<file path="config.mk">
export PLATFORM = sky130hd
export DESIGN_NAME = cpu_core
export DESIGN_NICKNAME = d
export VERILOG_FILES = /design/src/source/cpu_pkg.sv /design/src/source/cpu_regfile.sv /design/src/source/cpu_decoder.sv /design/src/source/cpu_hazard.sv /design/src/source/cpu_execute.sv /design/src/source/cpu_memory_stage.sv /design/src/source/cpu_core.sv
export SDC_FILE = /design/constraint.sdc
export NUM_CORES = 1
export LEC_CHECK = 0
export BUFFER_PORTS_ARGS = -buffer_cell sky130_fd_sc_hd__buf_2
export CAP_MARGIN = 5
export CELL_PAD_IN_SITES_DETAIL_PLACEMENT = 0
export CELL_PAD_IN_SITES_GLOBAL_PLACEMENT = 1
export CORE_MARGIN = 2
export CORE_UTILIZATION = 55
export CTS_BUF_LIST = sky130_fd_sc_hd__clkbuf_4 sky130_fd_sc_hd__clkbuf_8
export DETAILED_ROUTE_END_ITERATION = 7
export HOLD_SLACK_MARGIN = 0.15
export PLACE_DENSITY = 0.9
export RECOVER_POWER = 25
export SLEW_MARGIN = 40
export SYNTH_ARGS = -nofsm -noshare
export SYNTH_HDL_FRONTEND = slang
export SYNTH_SLANG_ARGS = --single-unit
</file>
<file path="constraint.sdc">
create_clock -name Clock -period 17.7 [get_ports Clock]
set_input_delay 3.54 -clock Clock [delete_from_list [all_inputs] [get_ports Clock]]
set_output_delay 3.54 -clock Clock [all_outputs]
set_load 0.05 [all_outputs]
</file>
<file path="src/source/cpu_pkg.sv">
`default_nettype none

package cpu_pkg;

    localparam int word_size   = 16;  // data and address width
    localparam int num_regs    = 8;
    localparam int reg_bits    = 3;
    localparam int opcode_bits = 3;
    localparam int imm_bits    = 9;   // signed immediate in bits 8..0
    localparam int pc_reg      = 7;   // r7 is the program counter

    typedef logic [word_size-1:0] word_t;
    typedef logic [reg_bits-1:0]  reg_idx_t;

    // bits 15..13 of the instruction word
    typedef enum logic [opcode_bits-1:0] {
        op_mov, op_branch, op_add, op_sub,
        op_ld, op_st, op_and, op_other
    } opcode_t;

    typedef enum logic [2:0] {
        i_nop, i_mov, i_add, i_sub, i_load, i_store, i_cmp, i_branch
    } instr_t;

    typedef enum logic [1:0] {
        alu_none, alu_mov, alu_add, alu_sub
    } alu_op_t;

    // branch condition sits in the rX field
    typedef enum logic [2:0] {
        c_none = 3'd0,
        c_eq   = 3'd1,
        c_ne   = 3'd2,
        c_cc   = 3'd3,
        c_cs   = 3'd4,
        c_pl   = 3'd5,
        c_mi   = 3'd6
    } cond_t;

    typedef struct packed {
        logic negative;
        logic zero;
        logic carry;
        logic overflow;
    } flags_t;

    typedef struct packed {
        word_t    op1;           // rX value, store data, or branch address
        word_t    op2;           // rY value or immediate, memory address
        word_t    out;           // result travelling to writeback
        reg_idx_t rx;
        reg_idx_t ry;
        logic     imm;           // op2 came from the immediate field
        logic     writeback;     // out goes into rx
        logic     read;
        logic     write;
        logic     update_flags;
        instr_t   instr;
        alu_op_t  alu_op;
        cond_t    cond;
    } pipe_entry_t;

    localparam pipe_entry_t bubble = '0;  // all clear, instr is i_nop

endpackage

`default_nettype wire

</file>
<file path="src/source/cpu_regfile.sv">
`timescale 1ns/1ps
`default_nettype none

module cpu_regfile import cpu_pkg::*; (
    input  logic     Clock,
    input  logic     Reset,
    input  reg_idx_t rd_a_idx,
    input  reg_idx_t rd_b_idx,
    output word_t    rd_a,
    output word_t    rd_b,
    input  logic     wr_en,
    input  reg_idx_t wr_idx,
    input  word_t    wr_data,
    input  word_t    pc_next,
    input  logic     pc_load,
    output word_t    pc
);

    word_t regs [num_regs];

    assign rd_a = regs[rd_a_idx];
    assign rd_b = regs[rd_b_idx];
    assign pc   = regs[pc_reg];

    always_ff @(posedge Clock, posedge Reset) begin
        if (Reset) begin
            for (int i = 0; i < num_regs; i++) begin
                regs[i] <= '0;
            end
            regs[pc_reg] <= '1;  // fetch address is pc + 1, so first fetch at 0
        end else begin
            if (pc_load) begin
                regs[pc_reg] <= pc_next;
            end
            // writeback comes last so a branch result overrides the fetch update
            if (wr_en) begin
                regs[wr_idx] <= wr_data;
            end
        end
    end

endmodule

`default_nettype wire

</file>
<file path="src/source/cpu_decoder.sv">
`timescale 1ns/1ps
`default_nettype none

module cpu_decoder import cpu_pkg::*; (
    input  word_t       fetched,
    output reg_idx_t    rd_a_idx,
    output reg_idx_t    rd_b_idx,
    input  word_t       rd_a,
    input  word_t       rd_b,
    input  word_t       pc,
    output pipe_entry_t decoded
);

    // immediate form:  ooo i xxx ddddddddd
    // register form:   ooo i xxx 000000 yyy
    opcode_t  opcode;
    logic     imm_flag;
    reg_idx_t rx_field;
    word_t    imm_ext;

    assign opcode   = opcode_t'(fetched[word_size-1 -: opcode_bits]);
    assign imm_flag = fetched[word_size-opcode_bits-1];
    assign rx_field = fetched[word_size-opcode_bits-2 -: reg_bits];
    assign imm_ext  = {{(word_size-imm_bits){fetched[imm_bits-1]}}, fetched[imm_bits-1:0]};

    assign rd_a_idx = rx_field;
    assign rd_b_idx = fetched[reg_bits-1:0];

    always_comb begin
        decoded           = bubble;
        decoded.rx        = rx_field;
        decoded.ry        = rd_b_idx;
        decoded.imm       = imm_flag;
        decoded.writeback = 1'b1;
        decoded.op1       = rd_a;
        decoded.op2       = imm_flag ? imm_ext : rd_b;

        case (opcode)
            op_mov: begin
                decoded.instr  = i_mov;
                decoded.alu_op = alu_mov;
            end
            op_add: begin
                decoded.instr  = i_add;
                decoded.alu_op = alu_add;
            end
            op_sub: begin
                decoded.instr  = i_sub;
                decoded.alu_op = alu_sub;
            end
            op_ld: begin
                decoded.instr = i_load;
                decoded.read  = 1'b1;
            end
            op_st: begin
                decoded.instr     = i_store;
                decoded.write     = 1'b1;
                decoded.writeback = 1'b0;  // rX is the store data
            end
            op_branch: begin
                // imm set would be mvt, which stays a nop
                if (!imm_flag) begin
                    decoded.instr  = i_branch;
                    decoded.alu_op = alu_add;   // own address + offset
                    decoded.rx     = reg_idx_t'(pc_reg);
                    decoded.op1    = pc;
                    decoded.op2    = imm_ext;
                    decoded.imm    = 1'b1;      // no rY source
                    decoded.cond   = (rx_field == '1) ? c_none : cond_t'(rx_field);
                end
            end
            op_other: begin
                if (imm_flag || fetched[imm_bits-1:reg_bits] == '0) begin
                    decoded.instr        = i_cmp;
                    decoded.alu_op       = alu_sub;
                    decoded.update_flags = 1'b1;
                    decoded.writeback    = 1'b0;
                end
            end
            default: begin
            end
        endcase

        // zero word, and/logic and anything left undecoded
        if (fetched == '0 || decoded.instr == i_nop) begin
            decoded = bubble;
        end
    end

endmodule

`default_nettype wire

</file>
<file path="src/source/cpu_hazard.sv">
`timescale 1ns/1ps
`default_nettype none

module cpu_hazard import cpu_pkg::*; (
    input  pipe_entry_t decoded,
    input  pipe_entry_t ex_entry,
    input  pipe_entry_t mem1_entry,
    input  pipe_entry_t mem2_entry,
    input  pipe_entry_t wb_entry,
    output logic        decode_stall
);

    pipe_entry_t later [4];  // everything past decode, oldest last

    assign later[0] = ex_entry;
    assign later[1] = mem1_entry;
    assign later[2] = mem2_entry;
    assign later[3] = wb_entry;

    always_comb begin
        decode_stall = 1'b0;
        for (int i = 0; i < 4; i++) begin
            // branch in flight, pc not final yet
            if (later[i].instr == i_branch) begin
                decode_stall = 1'b1;
            end
            if (decoded.instr != i_nop && later[i].writeback) begin
                if (later[i].rx == decoded.rx) begin
                    decode_stall = 1'b1;  // rX is source and destination
                end
                if (!decoded.imm && later[i].rx == decoded.ry) begin
                    decode_stall = 1'b1;
                end
            end
        end
    end

endmodule

`default_nettype wire

</file>
<file path="src/source/cpu_execute.sv">
`timescale 1ns/1ps
`default_nettype none

module cpu_execute import cpu_pkg::*; (
    input  pipe_entry_t entry,
    input  flags_t      flags,
    output pipe_entry_t result,
    output flags_t      next_flags,
    output logic        taken
);

    logic [word_size:0] alu_ext;  // top bit is carry, or borrow for sub
    logic               cond_met;

    always_comb begin
        case (entry.alu_op)
            alu_mov: alu_ext = {1'b0, entry.op2};
            alu_add: alu_ext = {1'b0, entry.op1} + {1'b0, entry.op2};
            alu_sub: alu_ext = {1'b0, entry.op1} - {1'b0, entry.op2};
            default: alu_ext = {1'b0, entry.out};  // ld/st pass through
        endcase
    end

    always_comb begin
        case (entry.cond)
            c_eq:    cond_met = flags.zero;
            c_ne:    cond_met = !flags.zero;
            c_cc:    cond_met = !flags.carry;
            c_cs:    cond_met = flags.carry;
            c_pl:    cond_met = !flags.zero && !flags.negative;
            c_mi:    cond_met = !flags.zero && flags.negative;
            default: cond_met = 1'b1;
        endcase
    end

    assign taken = cond_met && (entry.instr == i_branch);

    always_comb begin
        result     = entry;
        result.out = alu_ext[word_size-1:0];
        next_flags = flags;
        if (!cond_met) begin
            result = bubble;  // failed branch drops out here
        end else if (entry.update_flags) begin
            next_flags.negative = alu_ext[word_size-1];
            next_flags.zero     = (alu_ext[word_size-1:0] == '0);
            next_flags.carry    = alu_ext[word_size];
            // operands of different sign and result sign flipped from op1
            next_flags.overflow = (entry.alu_op == alu_sub)
                && (entry.op1[word_size-1] != entry.op2[word_size-1])
                && (alu_ext[word_size-1] != entry.op1[word_size-1]);
        end
    end

endmodule

`default_nettype wire

</file>
<file path="src/source/cpu_memory_stage.sv">
`timescale 1ns/1ps
`default_nettype none

module cpu_memory_stage import cpu_pkg::*; (
    input  logic        Clock,
    input  logic        Reset,
    input  pipe_entry_t from_execute,  // entry in memory1
    output pipe_entry_t mem1_out,      // entry in memory2
    output pipe_entry_t to_writeback,
    input  word_t       data_in,
    input  logic        data_done,
    output word_t       data_addr,
    output word_t       data_out,
    output logic        data_read,
    output logic        data_write,
    output logic        mem_stall
);

    pipe_entry_t mem1_q;
    pipe_entry_t mem2_q;
    logic        request;

    assign request = from_execute.read || from_execute.write;

    // upstream freezes from_execute, so the request holds until done
    assign data_read  = from_execute.read;
    assign data_write = from_execute.write;
    assign data_addr  = request ? from_execute.op2 : '0;
    assign data_out   = from_execute.write ? from_execute.op1 : '0;  // rX value

    assign mem_stall = request && !data_done;

    always_ff @(posedge Clock, posedge Reset) begin
        if (Reset) begin
            mem1_q <= bubble;
            mem2_q <= bubble;
        end else begin
            mem2_q <= mem1_q;  // never held, writeback keeps draining
            if (mem_stall) begin
                mem1_q <= bubble;
            end else begin
                mem1_q <= from_execute;
                if (from_execute.read) begin
                    mem1_q.out <= data_in;  // load data sampled with done
                end
            end
        end
    end

    assign mem1_out     = mem1_q;
    assign to_writeback = mem2_q;

endmodule

`default_nettype wire

</file>
<file path="src/source/cpu_core.sv">
`timescale 1ns/1ps
`default_nettype none

module cpu_core import cpu_pkg::*; (
    input  logic  Clock,
    input  logic  Reset,
    input  word_t instr_in,
    input  word_t data_in,
    input  logic  data_done,
    output word_t instr_addr,
    output word_t data_addr,
    output word_t data_out,
    output logic  data_read,
    output logic  data_write
);

    word_t       fetch_q;      // fetched word, decoded this cycle
    pipe_entry_t dec_q;        // entry in execute
    pipe_entry_t ex_q;         // entry in memory1
    pipe_entry_t mem1_out;     // entry in memory2
    pipe_entry_t wb_entry;     // entry in writeback
    flags_t      flags_q;
    flags_t      next_flags;
    logic        redirect_q;   // taken branch in flight, fetch_q is off-path

    word_t       dec_word;
    reg_idx_t    rd_a_idx;
    reg_idx_t    rd_b_idx;
    word_t       rd_a;
    word_t       rd_b;
    word_t       pc;
    pipe_entry_t decoded;
    pipe_entry_t exec_result;
    logic        taken;
    logic        mem_stall;
    logic        decode_stall;
    logic        fetch_advance;

    assign fetch_advance = !mem_stall && !decode_stall;

    // pc holds the last fetched address; after a branch it holds the target
    assign instr_addr = redirect_q ? pc : pc + word_t'(1);
    assign dec_word   = redirect_q ? '0 : fetch_q;

    cpu_regfile i_regfile (
        .Clock    (Clock),
        .Reset    (Reset),
        .rd_a_idx (rd_a_idx),
        .rd_b_idx (rd_b_idx),
        .rd_a     (rd_a),
        .rd_b     (rd_b),
        .wr_en    (wb_entry.writeback),
        .wr_idx   (wb_entry.rx),
        .wr_data  (wb_entry.out),
        .pc_next  (instr_addr),      // increment, or hold on redirect
        .pc_load  (fetch_advance),
        .pc       (pc)
    );

    cpu_decoder i_decoder (
        .fetched  (dec_word),
        .rd_a_idx (rd_a_idx),
        .rd_b_idx (rd_b_idx),
        .rd_a     (rd_a),
        .rd_b     (rd_b),
        .pc       (pc),
        .decoded  (decoded)
    );

    cpu_hazard i_hazard (
        .decoded      (decoded),
        .ex_entry     (dec_q),
        .mem1_entry   (ex_q),
        .mem2_entry   (mem1_out),
        .wb_entry     (wb_entry),
        .decode_stall (decode_stall)
    );

    cpu_execute i_execute (
        .entry      (dec_q),
        .flags      (flags_q),
        .result     (exec_result),
        .next_flags (next_flags),
        .taken      (taken)
    );

    cpu_memory_stage i_memory_stage (
        .Clock        (Clock),
        .Reset        (Reset),
        .from_execute (ex_q),
        .mem1_out     (mem1_out),
        .to_writeback (wb_entry),
        .data_in      (data_in),
        .data_done    (data_done),
        .data_addr    (data_addr),
        .data_out     (data_out),
        .data_read    (data_read),
        .data_write   (data_write),
        .mem_stall    (mem_stall)
    );

    always_ff @(posedge Clock, posedge Reset) begin
        if (Reset) begin
            fetch_q    <= '0;
            dec_q      <= bubble;
            ex_q       <= bubble;
            flags_q    <= '0;
            redirect_q <= 1'b0;
        end else if (!mem_stall) begin  // back-pressure freezes everything up to memory1
            ex_q    <= exec_result;
            flags_q <= next_flags;
            dec_q   <= decode_stall ? bubble : decoded;
            if (!decode_stall) begin
                fetch_q <= instr_in;
            end
            if (taken) begin
                redirect_q <= 1'b1;
            end else if (!decode_stall) begin
                redirect_q <= 1'b0;  // refetch at the target happened
            end
        end
    end

endmodule

`default_nettype wire

</file>
# Yosys cells after proc, flatten, opt, wreduce, memory -nomap -nowiden

Index checks and enable logic that the tools add are counted.

Flip-flop bits (word level): 328
Bits in latches: 0
RAM bits: 0
ROM bits: 0
Bits of input ports: 35
Output and inout port bits: 50
Memories: 0

Add/subtract/negate cells: 3
Multipliers: 0
Div/mod/pow operators: 0
Order comparisons: 4
Eq/ne operators: 29
Shifts and indexed selects: 0
Multiplexer cells: 57
Bitwise gates (word level): 5
Reduce and logical (&&, ||, !) cells: 33

Operator list:

| kind                                                            | number |
|---|---|
| 16-bit 2-to-1 mux                                               | 13 |
| 67-bit 2-to-1 mux                                               | 3 |
| 128-bit bitwise mux                                             | 1 |
| 16-bit binary-select mux with 3-bit select                      | 2 |
| 32-bit 2-to-1 mux                                               | 2 |
| 17-bit one-hot mux with 3 select lines                          | 1 |
| 16-bit demux with 3-bit select                                  | 1 |
| 35-bit 2-to-1 mux                                               | 1 |
| 3-bit == test, second input constant                            | 11 |
| 16-bit logical NOT                                              | 2 |
| 3-bit == test                                                   | 8 |
| 1-bit 2-to-1 mux                                                | 23 |
| 3-bit one-hot mux with 7 select lines                           | 1 |
| 16-bit by 16-bit adder with 17-bit output                       | 1 |
| 16-bit by 16-bit subtractor with 17-bit output                  | 1 |
| 16-bit by 1-bit adder with 16-bit output, second input constant | 1 |
| 1-bit logical AND                                               | 14 |
| 3-bit by 2-bit == test with 1-bit output, second input constant | 4 |
| 4-bit greater-or-equal comparator, second input constant        | 3 |
| 3-bit 2-to-1 mux                                                | 4 |
| 3-bit NOT with 4-bit output                                     | 3 |
| 2-bit one-hot mux with 5 select lines                           | 1 |
| 8-bit 2-to-1 mux                                                | 1 |
| 1-bit logical NOT                                               | 7 |
| other kinds (15)                                                | 22 |

# Logic depth before layout (Yosys ltp)

Word-level depth: 30
Mapped depth: 17
Depth with buffers taken out: 17

# Cells and area by module

From an unflattened synthesis, not the netlist that was laid out.

Cell total of the unflattened synthesis: 1,634
Area total of the unflattened synthesis: 21,453.1 µm²

By module, submodules not included:

| module           | times used | cells each | area an instance (µm²) | seq. area each (µm²) |
|---|---|---|---|---|
| cpu_regfile      | 1          | 430        | 7,373.3                | 3,223.1 |
| cpu_core         | 1          | 404        | 6,083.3                | 3,878.7 |
| cpu_memory_stage | 1          | 287        | 4,317.9                | 3,353.2 |
| cpu_execute      | 1          | 316        | 2,165.8                | 0.0 |
| cpu_decoder      | 1          | 154        | 1,186.1                | 0.0 |
| cpu_hazard       | 1          | 43         | 326.6                  | 0.0 |

# Least setup slack after synthesis

OpenSTA, ideal clock, no wires.

Path kind: register to output
Start: register redirect_q
End: output port instr_addr[15]
Arrival time: 3,172 ps
Required time: 14,160 ps
Slack: 10,988 ps
Cell stages (with the launch flop): 10
Buffers on the path: 2
Path through: dfrtp_1 -> clkbuf_1 -> buf_1 -> nand4b_1 -> or3_1 -> nor2_1 -> nand3_1 -> nor2_1 -> nand3_1 -> xnor2_1

Word-level cells in the longest chain between the ends: 1

Ends and longest elaborated chain:

| what                   | line            | source |
|---|---|---|
| start, declared        | cpu_core.sv:24  | `logic redirect_q;` |
| start signal, assigned | cpu_core.sv:108 | `redirect_q <= 1'b0;` |
| start signal, assigned | cpu_core.sv:117 | `redirect_q <= 1'b1;` |
| start signal, assigned | cpu_core.sv:119 | `redirect_q <= 1'b0;` |
| 16-bit 2-to-1 mux      | cpu_core.sv:42  | `assign instr_addr = redirect_q ? pc : pc + word_t'(1);` |
| end, declared          | cpu_core.sv:10  | `output word_t instr_addr,` |

No other way between the ends.

# Worst setup path in the final report

Start: register i_regfile.regs, in the netlist i_regfile.pc[0]
End: output port instr_addr[15]

Word-level cells in the longest chain between the ends: 2

Ends and longest elaborated chain:

| what                                     | line              | source |
|---|---|---|
| start, declared                          | cpu_regfile.sv:19 | `word_t regs [num_regs];` |
| start signal, assigned by index          | cpu_regfile.sv:33 | `regs[pc_reg] <= pc_next;` |
| start signal, assigned by index          | cpu_regfile.sv:37 | `regs[wr_idx] <= wr_data;` |
| 16-bit by 1-bit adder with 16-bit output | cpu_core.sv:42    |  |
| 16-bit 2-to-1 mux                        | cpu_core.sv:42    |  |

No other way between the ends.

==> results.toml <==
[outcome]
status = "finished with violations"
violations = "max-capacitance violations, max-slew violations"

[route]
wl_met3_um = 3340
viasPerCell = 6.35
postRouteAntennaNets = 0
first_pass_iters = 6
drcViolationCount = 0
post_drt_wl_per_cell_um = 22.6
wl_um = 46900
wl_met2_um = 21700
highest_layer = "met4"
drt_iter0_markers = 1263
vias = 13200
wl_met1_um = 19700

[critical_path]
reg2reg_depth = 12
startpoint_type = "flip-flop"
crit_type = "flip-flop to output port"
arrival_ns = 3.40
cp-end-kind = "output port"
crit_required_ns = 14.16
critPathMaxFanout = 8

[die]
coreArea_um2 = 28900
die_x_um = 176
rows = 62
die_h_um = 176
ioPinCount = 85
start_util_pct = 56.3
die_area_um2 = 30900

[clock_network]
ctsHoldBuffers = 0
cts_made_buffers = 50
cts_tree = "yes"
clk_latency_ns = 0.58
h-tree-depth = 2
path_clk_slew_ns = 0.06
clockRootBuffer = "clkbuf_8"
cts_setup_buffers = 0
cts.sinks = 298
clk_path_buf_depth = 3
cts_resized = 0

[logic_synthesis]
syn-num-nets = 1653
synth_cell_types = 76
synth_flop_cell = "dfrtp_1"
synth_fa_ha_area_share_pct = 1.51
synth.most_common_cell = "dfrtp_1"
yosys.area_share.simple_pct = 14.7
yosys-top-cells-count = "dfrtp_1, nand2_1, mux2_2, o21ai_0"
avgSynthCellArea_um2 = 10.2
synth_top_family_by_area = "multiplexers"
synth_top_area_cell = "dfrtp_1"
synth-compound-area-share_pct = 15.3
synthCells = 1599
synth_area_um2 = 16200
synth_top_area_share_pct = 43.5
synthMuxAreaShare_pct = 16.0
synth_xor_area_share_pct = 2.91
synth_area_leaders = "dfrtp_1, mux2_2, nand2_1, mux2i_1, o21ai_0"
ys_seq_elements = 298
ys_seq_area_share_pct = 46.0
synth_edf_count = 0
ys.warnings.count = 0
async_reset_ff_share_pct = 100

[place]
gp_congestion = 0.966
dp_hpwl_um = 31700
numPortBuffers = 84
dp_cells = 1982

[global_routing]
overflow = 0
grt_pass1_vias = 13100
antenna_found_initial = 0
gr-usage-all-layers_pct = 30.8
grt_pass1_wl_um = 74600
grt_max_degree = 144

[worst_hold_path]
holdPathStages = 0
hold_class = "flip-flop to flip-flop"

[final_layout]
largest_register_ffs = 112
fill_cells = 2427
layout.cells.non_filler = 2078
num_antenna_cells = 0
top_regs = "i_regfile.regs (112), ex_q (57), dec_q (47)"
regMostFlops = "i_regfile.regs"
areaGrowthSynthToFinish_pct = 12.0
finalNetCount = 1706
drive_gt1_share_pct = 24.7

[sta]
setup_viol = 0
fmaxAchievable_mhz = 144
tightest_slew_ns = 2.87
drv_slew = 73
skew_ns = 0.0219
finalHoldViolations = 0
min_period_over_period_pct = 39.2
grt_setup_unrepaired = "false"
setup_tns_ns = 0
min_period_ns = 6.94
slew_headroom_pct = -92.1

[pwr]
ir_worst_vdd_v = 0.000105
cellPowerDensity_nw_per_um2 = 230
p_leak_nw = 8.35

[job]
drv_cap = 2
-- layer usage --
layer / GRT usage [%] / vias to the layer above
li1: - / 5881
met1: 42.2 / 6617
met2: 48.3 / 563
met3: 5.11 / 142
met4: 14.0 / 0
met5: 0 / -
-- through the flow --
stage / hold slack, ns / utilization (%) / setup slack, ns / area (um2) / power [mW]
2_1_floorplan: 0.331 / - / 5.95 / 16200 / 2.81
3_3_place_gp: 0.334 / 58.6 / 11.29 / 16900 / 3.34
3_5_place_dp: 0.337 / 59.0 / 11.38 / 17000 / 3.44
4_1_cts: 0.345 / 63.0 / 10.73 / 18200 / 4.13
5_1_grt: 0.360 / 63.0 / 10.50 / 18200 / 4.43
6_report: 0.346 / 63.0 / 10.76 / 18200 / 4.17
-- critical path, cell delays in order (launching register included) --
cell	delay, ns
dfstp_2	0.60
nand4b_1	0.25
or3_1	0.52
nor2_1	0.30
nand3_1	0.24
nor2_1	0.30
nand3_1	0.18
xnor2_1	0.16
buf_2	0.28
-- logic make-up after synthesis --
family | Yosys count
AOI/OAI and AO/OA | 362
xor gates and xnor gates | 54
adders and majority gates | 19
buffers and inverters | 145
DFF | 298
muxes | 220
and+or+nand+nor | 501
-- power breakdown --
group,internal [mW],switching [mW]
combinational,0.931,1.30
clock,0.398,0.288
sequential,0.945,0.309
-- path summary, 6_finish.rpt --
check	start	end	slack [ns]
min in group asynchronous	Reset	i_regfile.regs[94]$_DFFE_PP0P_	3.78
setup reg to reg	dec_q[4]$_DFFE_PP0N_	flags_q[2]$_DFFE_PP0P_	13.50
hold reg to reg	i_memory_stage.mem1_out[30]$_DFF_PP0_	i_memory_stage.to_writeback[30]$_DFF_PP0_	0.35
max in group asynchronous	Reset	i_regfile.regs[43]$_DFFE_PP0P_	11.21
hold / removal	i_memory_stage.mem1_out[30]$_DFF_PP0_	i_memory_stage.to_writeback[30]$_DFF_PP0_	0.35
setup / recovery	i_regfile.pc[0]$_DFF_PP1_	instr_addr[15]	10.76
-- cell usage in the layout, fill, tap and decap left out, types with 40 or more instances in the layout --
cell,n
a22o_1,40
clkbuf_8,67
nor2_1,89
mux2i_1,57
buf_2,84
nand2_1,221
dfrtp_1,281
nor2b_1,42
mux2_2,136
o21ai_0,101
-- layout make-up --
class                      instances  area (um2)  area share, %
sequential                       298        7480           41.1
clock inverter                    12         121          0.668
tap                              384         480           2.64
multi-input combinational       1156        8220           45.2
clock buffer                      82        1030           5.66
timing repair buffer             119         749           4.12
inverter                          27         103          0.564
No activity file was read; power rests on OpenSTA's default activity.
